--- config.mk ---
export PLATFORM = sky130hd
export DESIGN_NAME = correlator_top
export DESIGN_NICKNAME = d
export VERILOG_FILES = /design/src/corr_pkg.sv /design/src/accum_ram.sv /design/src/correlate_cos_sin.sv /design/src/slot_counter.sv /design/src/corr_sequencer.sv /design/src/correlator_sdp.sv /design/src/correlator_top.sv
export VERILOG_INCLUDE_DIRS = /design/src /design/src/src
export SDC_FILE = /design/constraint.sdc
export NUM_CORES = 1
export LEC_CHECK = 0
export ABC_AREA = 1
export BUFFER_PORTS_ARGS = -buffer_cell sky130_fd_sc_hd__buf_4
export CAP_MARGIN = 20
export CORE_MARGIN = 8
export CORE_UTILIZATION = 35
export CTS_CLUSTER_SIZE = 40
export DETAILED_ROUTE_END_ITERATION = 8
export GPL_TIMING_DRIVEN = 1
export HOLD_SLACK_MARGIN = 0.06
export SLEW_MARGIN = 5
export SYNTH_ARGS = -nofsm -noshare
export SYNTH_HDL_FRONTEND = slang
export SYNTH_SLANG_ARGS = --single-unit
--- constraint.sdc ---
create_clock -name clk_x -period 4 [get_ports clk_x]
set_input_delay 0.8 -clock clk_x [delete_from_list [all_inputs] [get_ports clk_x]]
set_output_delay 0.8 -clock clk_x [all_outputs]
set_load 0.01 [all_outputs]
--- src/corr_settings.svh ---
`ifndef CORR_SETTINGS_SVH
`define CORR_SETTINGS_SVH

// --------------------
// Array geometry
// --------------------

// Antennas sampled per clock, one bit each for re and im
`define ANT_COUNT 24

// Slots per pass, one antenna pair per slot
`define MRATE 12

// Enough bits to index MRATE slots
`define SLOT_BITS 4

// --------------------
// Datapath widths
// --------------------

// One cos or sin count, wraps at 2**ACCUM_BITS
`define ACCUM_BITS 8

// Samples per integration block
`define BLEN_BITS 16

`endif

--- src/corr_pkg.sv ---
`default_nettype none

`include "corr_settings.svh"

package corr_pkg;

   // --------------------
   // Counts and slots
   // --------------------

   // One unsigned correlation count
   typedef logic [`ACCUM_BITS-1:0] accum_t;

   // Accumulator word, sin in the upper half
   typedef struct packed {
      accum_t sin_cnt;
      accum_t cos_cnt;
   } vis_t;

   // Slot within a pass
   typedef logic [`SLOT_BITS-1:0] slot_t;

   // --------------------
   // Antenna pairs
   // --------------------

   typedef logic [4:0] ant_t;

   // Pair (a, b), a in the upper five bits
   typedef struct packed {
      ant_t a;
      ant_t b;
   } pair_t;

   // Fixed pair per slot, indexed by slot number
   localparam pair_t PAIR_TABLE [`MRATE] = '{
      '{a: 5'd0,  b: 5'd3},  '{a: 5'd1,  b: 5'd3},  '{a: 5'd2,  b: 5'd3},
      '{a: 5'd3,  b: 5'd4},  '{a: 5'd4,  b: 5'd5},  '{a: 5'd0,  b: 5'd5},
      '{a: 5'd1,  b: 5'd2},  '{a: 5'd6,  b: 5'd7},  '{a: 5'd8,  b: 5'd9},
      '{a: 5'd10, b: 5'd11}, '{a: 5'd12, b: 5'd23}, '{a: 5'd22, b: 5'd23}
   };

endpackage

`default_nettype wire

--- src/accum_ram.sv ---
`timescale 1ns/1ps
`default_nettype none

`include "corr_settings.svh"

module accum_ram (
   input  wire logic             clk_x,
   input  wire logic             we,
   input  wire corr_pkg::slot_t  waddr,
   input  wire corr_pkg::slot_t  raddr,
   input  wire corr_pkg::vis_t   wdata,
   output corr_pkg::vis_t        rdata
);

   import corr_pkg::*;

   // One cos/sin word per slot
   vis_t mem [`MRATE];

   // Counts start from zero after configuration
   initial begin
      for (int i = 0; i < `MRATE; i++) begin
         mem[i] = '0;
      end
   end

   // --------------------
   // Write port
   // --------------------

   always_ff @(posedge clk_x) begin
      if (we) begin
         mem[waddr] <= wdata;
      end
   end

   // --------------------
   // Read port
   // --------------------

   // Registered read, data one cycle after raddr
   always_ff @(posedge clk_x) begin
      rdata <= mem[raddr];
   end

endmodule

`default_nettype wire

--- src/correlate_cos_sin.sv ---
`timescale 1ns/1ps
`default_nettype none

`include "corr_settings.svh"

module correlate_cos_sin (
   input  wire logic              clk_x,
   input  wire logic              rst,
   input  wire logic              en,
   input  wire logic              ar,
   input  wire logic              br,
   input  wire logic              bi,
   input  wire corr_pkg::accum_t  dcos,
   input  wire corr_pkg::accum_t  dsin,
   output logic                   valid,
   output corr_pkg::accum_t       qcos,
   output corr_pkg::accum_t       qsin,
   output logic                   oc,
   output logic                   os
);

   // One-bit products, equal signs give +1
   logic match_cos;
   logic match_sin;

   // Carry bit on top catches the wrap
   logic [`ACCUM_BITS:0] sum_cos;
   logic [`ACCUM_BITS:0] sum_sin;

   assign match_cos = (ar == br);
   assign match_sin = (ar == bi);

   assign sum_cos = {1'b0, dcos} + {{`ACCUM_BITS{1'b0}}, match_cos};
   assign sum_sin = {1'b0, dsin} + {{`ACCUM_BITS{1'b0}}, match_sin};

   // --------------------
   // Control
   // --------------------

   // Valid and wrap pulses track en one cycle later
   always_ff @(posedge clk_x) begin
      if (rst) begin
         valid <= 1'b0;
         oc    <= 1'b0;
         os    <= 1'b0;
      end else begin
         valid <= en;
         oc    <= en & sum_cos[`ACCUM_BITS];
         os    <= en & sum_sin[`ACCUM_BITS];
      end
   end

   // --------------------
   // Sums
   // --------------------

   always_ff @(posedge clk_x) begin
      if (en) begin
         qcos <= sum_cos[`ACCUM_BITS-1:0];
         qsin <= sum_sin[`ACCUM_BITS-1:0];
      end
   end

endmodule

`default_nettype wire

--- src/slot_counter.sv ---
`timescale 1ns/1ps
`default_nettype none

`include "corr_settings.svh"

module slot_counter (
   input  wire logic                  clk_x,
   input  wire logic                  rst,
   input  wire logic                  run,
   input  wire logic [`BLEN_BITS-1:0] block_len,
   output corr_pkg::slot_t            slot,
   output logic                       pass_last,
   output logic                       block_first,
   output logic                       block_last
);

   // Sample index within the integration block
   logic [`BLEN_BITS-1:0] sample_idx;

   assign pass_last   = (slot == `SLOT_BITS'(`MRATE - 1));
   assign block_first = (sample_idx == '0);
   assign block_last  = (sample_idx == block_len - `BLEN_BITS'd1);

   // --------------------
   // Slot count
   // --------------------

   // Parked at 0 between passes so each pass starts on slot 0
   always_ff @(posedge clk_x) begin
      if (rst || !run) begin
         slot <= '0;
      end else if (pass_last) begin
         slot <= '0;
      end else begin
         slot <= slot + 1'b1;
      end
   end

   // --------------------
   // Sample count
   // --------------------

   // Steps once per finished pass, wraps after block_len samples
   always_ff @(posedge clk_x) begin
      if (rst) begin
         sample_idx <= '0;
      end else if (run && pass_last) begin
         if (block_last) begin
            sample_idx <= '0;
         end else begin
            sample_idx <= sample_idx + 1'b1;
         end
      end
   end

   // Slot stays inside the pair table
   slot_in_range: assert property (@(posedge clk_x) disable iff (rst)
      slot <= `SLOT_BITS'(`MRATE - 1))
      else $error("slot_counter: slot %0d out of range", slot);

endmodule

`default_nettype wire

--- src/corr_sequencer.sv ---
`timescale 1ns/1ps
`default_nettype none

`include "corr_settings.svh"

module corr_sequencer (
   input  wire logic             clk_x,
   input  wire logic             rst,
   input  wire logic             sample_vld,
   input  wire corr_pkg::slot_t  slot,
   input  wire logic             pass_last,
   input  wire logic             block_first,
   input  wire logic             block_last,
   output logic                  run,
   output logic                  load,
   output logic                  en,
   output logic                  sw,
   output logic                  dump,
   output logic                  busy,
   output logic                  missed,
   output corr_pkg::slot_t       rd
);

   typedef enum logic [1:0] {
      ST_IDLE,
      ST_LOAD,
      ST_PASS,
      ST_DRAIN
   } state_t;

   state_t state;
   // Second of the two write-back cycles
   logic   drain_cnt;

   // --------------------
   // Decoded outputs
   // --------------------

   assign load = (state == ST_LOAD);
   assign run  = (state == ST_PASS);
   assign en   = (state == ST_PASS);
   assign busy = (state != ST_IDLE);
   // Slot counter already walks the pass
   assign rd   = slot;

   // --------------------
   // FSM
   // --------------------

   always_ff @(posedge clk_x) begin
      if (rst) begin
         state     <= ST_IDLE;
         drain_cnt <= 1'b0;
      end else begin
         case (state)
            ST_IDLE: begin
               if (sample_vld) begin
                  state <= ST_LOAD;
               end
            end
            ST_LOAD: begin
               state <= ST_PASS;
            end
            ST_PASS: begin
               if (pass_last) begin
                  state     <= ST_DRAIN;
                  drain_cnt <= 1'b0;
               end
            end
            ST_DRAIN: begin
               // Hold busy until the last slot is written back
               drain_cnt <= 1'b1;
               if (drain_cnt) begin
                  state <= ST_IDLE;
               end
            end
            default: state <= ST_IDLE;
         endcase
      end
   end

   // Clear and dump marks, fixed for the whole pass
   always_ff @(posedge clk_x) begin
      if (rst) begin
         sw   <= 1'b0;
         dump <= 1'b0;
      end else if (state == ST_LOAD) begin
         sw   <= block_first;
         dump <= block_last;
      end
   end

   // Sticky, a sample during a pass is dropped
   always_ff @(posedge clk_x) begin
      if (rst) begin
         missed <= 1'b0;
      end else if (sample_vld && state != ST_IDLE) begin
         missed <= 1'b1;
      end
   end

   // One unbroken run of MRATE slots per pass
   en_run_len: assert property (@(posedge clk_x) disable iff (rst)
      $rose(en) |-> en [*`MRATE] ##1 !en)
      else $error("corr_sequencer: en length differs from slot count");

endmodule

`default_nettype wire

--- src/correlator_sdp.sv ---
`timescale 1ns/1ps
`default_nettype none

`include "corr_settings.svh"

module correlator_sdp (
   input  wire logic                  clk_x,
   input  wire logic                  rst,
   input  wire logic                  load,
   input  wire logic                  en,
   input  wire logic                  sw,
   input  wire logic                  dump,
   input  wire logic [`ANT_COUNT-1:0] re,
   input  wire logic [`ANT_COUNT-1:0] im,
   input  wire corr_pkg::slot_t       rd,
   output logic                       vis_vld,
   output corr_pkg::vis_t             vis,
   output corr_pkg::slot_t            vis_slot,
   output logic                       overflow_cos,
   output logic                       overflow_sin
);

   import corr_pkg::*;

   // Sample held for the whole pass
   logic [`ANT_COUNT-1:0] re_q;
   logic [`ANT_COUNT-1:0] im_q;

   pair_t  pair;
   vis_t   ram_q;
   vis_t   wdata;
   accum_t dcos;
   accum_t dsin;
   accum_t qcos;
   accum_t qsin;

   // Stage 1, beside the RAM read
   logic   go;
   logic   ar;
   logic   br;
   logic   bi;
   logic   sw_d1;
   logic   dump_d1;
   slot_t  slot_d1;

   // Stage 2, beside the sum
   logic   dump_d2;
   slot_t  slot_d2;
   logic   valid;
   logic   oc;
   logic   os;

   always_ff @(posedge clk_x) begin
      if (load) begin
         re_q <= re;
         im_q <= im;
      end
   end

   // --------------------
   // Pair select
   // --------------------

   assign pair = PAIR_TABLE[rd];

   always_ff @(posedge clk_x) begin
      if (rst) begin
         go <= 1'b0;
      end else begin
         go <= en;
      end
   end

   always_ff @(posedge clk_x) begin
      ar      <= re_q[pair.a];
      br      <= re_q[pair.b];
      bi      <= im_q[pair.b];
      sw_d1   <= sw;
      dump_d1 <= dump;
      slot_d1 <= rd;
      dump_d2 <= dump_d1;
      slot_d2 <= slot_d1;
   end

   // First pass of a block starts from zero
   assign dcos = sw_d1 ? '0 : ram_q.cos_cnt;
   assign dsin = sw_d1 ? '0 : ram_q.sin_cnt;

   // --------------------
   // Accumulate
   // --------------------

   correlate_cos_sin u_corr (
      .clk_x (clk_x),
      .rst   (rst),
      .en    (go),
      .ar    (ar),
      .br    (br),
      .bi    (bi),
      .dcos  (dcos),
      .dsin  (dsin),
      .valid (valid),
      .qcos  (qcos),
      .qsin  (qsin),
      .oc    (oc),
      .os    (os)
   );

   assign wdata = '{sin_cnt: qsin, cos_cnt: qcos};

   // Write-back lands two slots behind the read
   accum_ram u_ram (
      .clk_x (clk_x),
      .we    (valid),
      .waddr (slot_d2),
      .raddr (rd),
      .wdata (wdata),
      .rdata (ram_q)
   );

   // --------------------
   // Visibility out
   // --------------------

   always_ff @(posedge clk_x) begin
      if (rst) begin
         vis_vld      <= 1'b0;
         overflow_cos <= 1'b0;
         overflow_sin <= 1'b0;
      end else begin
         vis_vld <= valid & dump_d2;
         if (oc) begin
            overflow_cos <= 1'b1;
         end
         if (os) begin
            overflow_sin <= 1'b1;
         end
      end
   end

   always_ff @(posedge clk_x) begin
      vis      <= wdata;
      vis_slot <= slot_d2;
   end

   // Strobe three cycles after its slot's en, slot number carried intact
   vis_after_en: assert property (@(posedge clk_x) disable iff (rst)
      vis_vld |-> $past(en, 3) && (vis_slot == $past(rd, 3)))
      else $error("correlator_sdp: vis_vld out of step with the pass");

endmodule

`default_nettype wire

--- src/correlator_top.sv ---
`timescale 1ns/1ps
`default_nettype none

`include "corr_settings.svh"

module correlator_top (
   input  wire logic                  clk_x,
   input  wire logic                  rst,
   input  wire logic                  sample_vld,
   input  wire logic [`ANT_COUNT-1:0] re,
   input  wire logic [`ANT_COUNT-1:0] im,
   input  wire logic [`BLEN_BITS-1:0] block_len,
   output logic                       vis_vld,
   output corr_pkg::vis_t             vis,
   output corr_pkg::slot_t            vis_slot,
   output logic                       overflow_cos,
   output logic                       overflow_sin,
   output logic                       busy,
   output logic                       missed
);

   import corr_pkg::*;

   // Sequencer and counter handshake
   logic  run;
   slot_t slot;
   logic  pass_last;
   logic  block_first;
   logic  block_last;

   // Sequencer to correlator block
   logic  load;
   logic  en;
   logic  sw;
   logic  dump;
   slot_t rd;

   // --------------------
   // Control
   // --------------------

   corr_sequencer u_seq (
      .clk_x       (clk_x),
      .rst         (rst),
      .sample_vld  (sample_vld),
      .slot        (slot),
      .pass_last   (pass_last),
      .block_first (block_first),
      .block_last  (block_last),
      .run         (run),
      .load        (load),
      .en          (en),
      .sw          (sw),
      .dump        (dump),
      .busy        (busy),
      .missed      (missed),
      .rd          (rd)
   );

   slot_counter u_cnt (
      .clk_x       (clk_x),
      .rst         (rst),
      .run         (run),
      .block_len   (block_len),
      .slot        (slot),
      .pass_last   (pass_last),
      .block_first (block_first),
      .block_last  (block_last)
   );

   // --------------------
   // Datapath
   // --------------------

   correlator_sdp u_sdp (
      .clk_x        (clk_x),
      .rst          (rst),
      .load         (load),
      .en           (en),
      .sw           (sw),
      .dump         (dump),
      .re           (re),
      .im           (im),
      .rd           (rd),
      .vis_vld      (vis_vld),
      .vis          (vis),
      .vis_slot     (vis_slot),
      .overflow_cos (overflow_cos),
      .overflow_sin (overflow_sin)
   );

endmodule

`default_nettype wire

==> impl_metrics.yaml, run 1 <==
run_status:
  status: "finished clean"
grt:
  grt_max_degree: 60
  grt_overflow: 0
  grt_pass1_vias: 8516
  grt_util_all_layers: 0.132
  antenna_found_initial: 0
  grt_pass1_wl_um: 46900
cts:
  cts.htree.levels: 2
  cts_setup_buffers: 0
  root_buffer: "clkbuf_16"
  cts_tree: "built"
  ctsHoldBuffers: 0
  cts_made_buffers: 35
  clock_path_buffers: 3
  clkTransAtPathRegs_ps: 60
  cts_sinks: 329
  cts_resized: 0
  clkLatencyLatePin_ps: 510
synthesis:
  syn_inst: 1181
  ys_ff_latch: 329
  synth-edff-count: 246
  syn_nets: 1263
  synth.avg_cell_area_um2: 11.2
  netlist_area_um2: 13200
  synth-async-reset-ratio: 0
  ys_warn_count: 0
  ys_seq_area_frac: 0.683
  synth-main-ff-cell: "edfxtp_1"
  netlist-cell-type-count: 48
route:
  firstDrtPassIters: 5
  route.vias.total: 8702
  detail_route.wl_per_cell_um: 16.2
  drtAntennaViolNets: 0
  drt_iter0_markers: 527
  routed_wl_um: 29500
  drcViolationCount: 0
  viasPerCell: 4.80
sta:
  setup_violations: 0
  final_hold_viol_count: 0
  tightest_slew_ps: 805
  min_period_ps: 2730
  finalSetupTns_ps: 0
  fmax_ghz: 0.366
  finalCritPeriodShare: 0.683
  fin_skew_ps: 15.3
  rsz0062_at_grt: "no"
  finalMaxSlewViolations: 0
  slew_headroom: 0.463
power_and_ir_drop:
  power_density_nw_per_um2: 539
  peakVddDrop_mv: 0.246
  p_leak_nw: 5.80
cells_and_area:
  multiInputGateArea_um2: 3650
  diodes: 0
  seqCellArea_um2: 9050
  fin_cells: 1813
  syn_to_final_growth_pct: 17.6
  final_nets: 1358
  drive_gt1_frac: 0.145
  n_fill_cell: 3565
  design_area_um2: 15600
run:
  cap_violations: 0
floorplanning:
  num_io_pins: 92
  dieArea_um2: 44300
  num_rows: 71
  initial_utilization: 0.353
  core_area_um2: 37500
  die_x_um: 211
  die_y_um: 211
placed_design:
  port_buffers: 81
  dp.cells: 1750
  place_congestion: 0.827
  place_area_um2: 14500
  dp_hpwl_um: 19600
setup_path:
  cp_common_cell: "nand2_1"
  critPathArrivalTime_ps: 3130
  path_class: "reg2reg"
  required_ps: 4400
  worstSetupStartpointType: "register"
  crit_slowest_cell: "buf_4"
  critPathCaptureType: "register"
  cp_max_fo: 58
  cpPeakStageDelay_ps: 490
  path_cells: "buf_4 > ha_1 > nand2_4 > nor2_4 > nand2_2 > nor2_2 > nand2_1 > nor2_2 > nand2_1 > nor2_1 > nand3_1 > nand2_1 > nor2_1 > nand2_1 > inv_1"
min_path:
  holdCritPathClass: "reg2reg"
through the flow:
step	setup slack (ps)	hold WS (ps)	util	power [mW]
4_1_cts	1250	324	0.415	8.49
5_1_grt	984	327	0.415	8.77
6_report	1270	325	0.415	8.39
3_3_place_gp	1050	310	0.386	5.32
2_1_floorplan	1620	310	-	4.92
3_5_place_dp	1060	312	0.386	5.34
synth_stat cells (4+ instances only):
| master | n | area share |
|---|---|---|
| buf_1 | 4 | 0.0011 |
| buf_2 | 5 | 0.0019 |
| o221ai_1 | 17 | 0.011 |
| o22ai_1 | 15 | 0.0071 |
| nand3_1 | 39 | 0.015 |
| nand2_2 | 7 | 0.0033 |
| nor2_2 | 7 | 0.0033 |
| nor3_1 | 10 | 0.0038 |
| inv_2 | 7 | 0.0020 |
| nor2_1 | 215 | 0.061 |
| o21ai_0 | 119 | 0.045 |
| ha_1 | 15 | 0.014 |
| inv_1 | 80 | 0.023 |
| clkbuf_1 | 31 | 0.0088 |
| nor2_4 | 5 | 0.0043 |
| xor2_1 | 22 | 0.015 |
| o211ai_1 | 6 | 0.0034 |
| a21oi_1 | 20 | 0.0076 |
| nand4_1 | 7 | 0.0033 |
| nor4_1 | 6 | 0.0028 |
| xnor2_1 | 12 | 0.0079 |
| edfxtp_1 | 246 | 0.56 |
| dfxtp_1 | 83 | 0.13 |
| o311ai_0 | 8 | 0.0053 |
| nand2_1 | 158 | 0.045 |
path summary, 6_finish.rpt:
| kind | startpoint | endpoint | slack (ps) | cells after the start |
|---|---|---|---|---|
| worst max-delay path | u_cnt.slot[0]$_SDFF_PP0_ | u_cnt.sample_idx[15]$_SDFFE_PP0P_ | 1270 | 15 |
| worst min-delay path | u_sdp.dump_d1$_DFF_P_ | u_sdp.dump_d2$_DFF_P_ | 330 | 0 |
| worst max register to register | u_cnt.slot[0]$_SDFF_PP0_ | u_cnt.sample_idx[15]$_SDFFE_PP0P_ | 1270 | 15 |
| worst min register to register | u_sdp.dump_d1$_DFF_P_ | u_sdp.dump_d2$_DFF_P_ | 330 | 0 |
flip-flops by register name (all words and copies together) (netlist names), 2 cells and up:
name and cells:
u_cnt.sample_idx 16, u_cnt.slot 4, u_sdp.im_q 14, u_sdp.re_q 24, u_sdp.slot_d1 4, u_sdp.slot_d2 4, u_sdp.u_corr.qcos 8, u_sdp.u_corr.qsin 8
u_sdp.u_ram.mem 192, u_sdp.u_ram.rdata 16, u_sdp.vis 16, u_sdp.vis_slot 4, u_seq.state 2
cell families after synthesis:
kind of cell / synth area share
simple gates: 0.151
compound gates: 0.0872
fa+ha+maj: 0.0142
buf+inv: 0.0415
flops: 0.683
xor+xnor: 0.0225
routing by layer:
metal	routed length, µm	global-route usage	part of all wire	vias to the layer above
met5	0	0	0	-
met4	448	0.0306	0.015	0
met3	1310	0.0212	0.045	33
met2	14400	0.228	0.49	170
met1	13300	0.173	0.45	4220
li1	-	-	-	4279
layout make-up:
type	count	share of cell area
clock buffers	45	0.0607
clock inverters	18	0.0109
inverters	90	0.0218
multi-input cells	716	0.234
flip-flops and latches	329	0.581
well taps	511	0.0411
repair buffers	104	0.0501
placed cells by master, fill, tap and decap left out, types with 2 or more instances in the layout:
| cell | netlist | routed |
|---|---|---|
| clkinv_1 | 2 | 11 |
| edfxtp_1 | 246 | 246 |
| nand4_1 | 7 | 7 |
| o21ai_0 | 119 | 119 |
| o31ai_1 | 3 | 3 |
| o221ai_1 | 17 | 17 |
| nand3_2 | 2 | 2 |
| o22ai_1 | 15 | 15 |
| nand2_4 | 2 | 2 |
| bufinv_16 | 0 | 3 |
| buf_4 | 2 | 104 |
| nor2_1 | 215 | 215 |
| nand2_1 | 158 | 158 |
| clkbuf_1 | 31 | 8 |
| o211ai_1 | 6 | 6 |
| inv_1 | 80 | 80 |
| or2_2 | 3 | 3 |
| a21oi_1 | 20 | 20 |
| nor3_1 | 10 | 10 |
| clkinv_2 | 1 | 3 |
| a32oi_1 | 2 | 2 |
| inv_2 | 7 | 8 |
| xnor2_1 | 12 | 12 |
| nand3_1 | 39 | 39 |
| nor2_2 | 7 | 7 |
| xor2_1 | 22 | 22 |
| nand2_2 | 7 | 7 |
| nor2_4 | 5 | 5 |
| nor4_1 | 6 | 6 |
| a31oi_1 | 2 | 2 |
| ha_1 | 15 | 14 |
| o2111ai_1 | 3 | 3 |
| dfxtp_1 | 83 | 82 |
| o311ai_0 | 8 | 8 |
| clkbuf_16 | 0 | 36 |
power breakdown:
part | internal (mW) | switching (mW)
Clock | 1.86 | 1.26
Sequential | 4.08 | 0.222
Combinational | 0.336 | 0.625
critical path: cells and delay by family (launching register included):
family	cells	cell delay [ps]
DFF	1	340
and+or+nand+nor	12	1370
adders and majority gates	1	360
buffers and inverters	2	540
Note: power is estimated with default switching activity, not from simulation.
==> run 2: changes to the inputs <==
Clock period 4 ns to 2.7 ns, I/O delays scaled along.
==> impl_metrics.yaml, run 2 (synthesis results as in run 1) <==
placed_design:
  port_buffers: 81
  dp.cells: 1759
  place_congestion: 0.829
  dp_hpwl_um: 19400
  post-place-ws_ps: 337
  place_area_um2: 14500
power_and_ir_drop:
  switchingPower_mw: 3.13
  p_seq_frac: 0.507
  peakVddDrop_mv: 0.367
  power_density_nw_per_um2: 799
  p_int_mw: 9.40
  p_total_mw: 12.5
  power_frac_clock: 0.376
  p_leak_nw: 5.88
  combPwrFrac: 0.117
  p_sw_frac: 0.250
setup_path:
  cp_max_fo: 19
  rr_endpoint: "u_sdp.br$_DFF_P_"
  r2r_slack_ps: 490
  reg2reg_depth: 11
  reg2reg_from: "u_cnt.slot[1]$_SDFF_PP0_"
  critPathCaptureType: "register"
  worstSetupStartpointType: "register"
  cp-endpoint: "u_sdp.br$_DFF_P_"
  required_ps: 3150
  startpoint: "u_cnt.slot[1]$_SDFF_PP0_"
  path_class: "reg2reg"
  critPathArrivalTime_ps: 2650
cells_and_area:
  regMostFlops: "u_sdp.u_ram.mem"
  design_area_um2: 15700
  final_nets: 1366
  final_common_cell: "edfxtp_1"
  drive_gt1_frac: 0.159
  fin_cells: 1820
  post-route-util: 0.418
  largest_reg_flops: 192
  reg.largest.list: "u_sdp.u_ram.mem: 192 flops, u_sdp.re_q: 24 flops"
  syn_to_final_growth_pct: 18.4
  final_cell_mix: "edfxtp_1 (246), nor2_1 (215), nand2_1 (158)"
  diodes: 0
sta:
  worst_hold_slack_ps: 212
  finalCritPeriodShare: 0.818
  final_hold_viol_count: 0
  fmax_ghz: 0.453
  setup_violations: 0
  slew_headroom: 0.565
  finalMaxSlewViolations: 0
  min_period_ps: 2210
  setup_slack_ps: 492
  fin_skew_ps: 7.96
  rsz0062_at_grt: "no"
  finalSetupTns_ps: 0
  tightest_slew_ps: 645
grt:
  grt_max_degree: 95
  antenna_found_initial: 0
  grt_pass1_wl_um: 46200
  grt_overflow: 0
  grt_util_all_layers: 0.130
  grt_pass1_vias: 8375
run:
  cap_violations: 0
route:
  drt_iter0_markers: 592
  routed_wl_um: 29400
  wl_met1_um: 13100
  drcViolationCount: 0
  route.vias.total: 8614
  highest_layer: "met4"
  dr_wl_met3_um: 1540
  detail_route.wl_per_cell_um: 16.1
  route.met2.wl_um: 14300
  viasPerCell: 4.73
  drtAntennaViolNets: 0
  firstDrtPassIters: 5
min_path:
  holdCritPathClass: "in2reg"
  min_from: "im[1]"
  hold_path_depth: 1
floorplanning:
  core_area_um2: 37500
  dieArea_um2: 44300
  initial_utilization: 0.353
  die_x_um: 211
  die_y_um: 211
  num_io_pins: 92
  num_rows: 71
cts:
  clkTransAtPathRegs_ps: 60
  cts_resized: 0
  cts_sinks: 329
  cts_setup_buffers: 0
  ctsHoldBuffers: 0
  cts_tree: "built"
  clock_path_buffers: 3
  cts.htree.levels: 2
  clkLatencyLatePin_ps: 500
  cts_made_buffers: 34
  root_buffer: "clkbuf_16"
run_status:
  status: "finished clean"
-- run 2: final cells by class --
class	instances	area, µm²
Tap cell	511	639
Multi-Input combinational cell	716	3650
Timing Repair Buffer	113	861
Fill cell	3545	21800
Inverter	90	339
Clock buffer	43	968
Clock inverter	18	171
Sequential cell	329	9050
-- run 2: layer usage --
| layer | track usage | vias up |
|---|---|---|
| li1 | - | 4293 |
| met1 | 0.173 | 4094 |
| met2 | 0.220 | 193 |
| met3 | 0.0218 | 34 |
| met4 | 0.0304 | 0 |
| met5 | 0 | - |
-- run 2: worst min-delay path by stage --
stage | endpoint | slack [ps]
4_1_cts | u_sdp.im_q[1]$_DFFE_PN_ | 190
2_1_floorplan | u_sdp.dump_d2$_DFF_P_ | 310
3_3_place_gp | u_sdp.slot_d2[2]$_DFF_P_ | 310
5_1_grt | u_sdp.im_q[1]$_DFFE_PN_ | 190
3_5_place_dp | u_sdp.slot_d2[3]$_DFF_P_ | 310
6_report | u_sdp.im_q[1]$_DFFE_PN_ | 210
-- run 2: critical path: stages (launching register included) --
cell      delay, ps
dfxtp_1         330
buf_4           250
inv_1           170
nand2_2         210
nand2_1          80
nand2_1         100
nand2_1         300
nand3_1         180
o21ai_0         100
o21ai_0         200
o221ai_1        140
nand2_1          70
-- run 2: power by group through the flow --
| stage | combinational [mW] | clock, mW | sequential (mW) |
|---|---|---|---|
| detailed placement | 1.47 | 0 | 6.47 |
| global placement | 1.44 | 0 | 6.45 |
| CTS | 1.48 | 4.83 | 6.36 |
| global route | 1.64 | 5.03 | 6.41 |
| floorplan | 0.941 | 0 | 6.35 |
| finish | 1.46 | 4.71 | 6.36 |
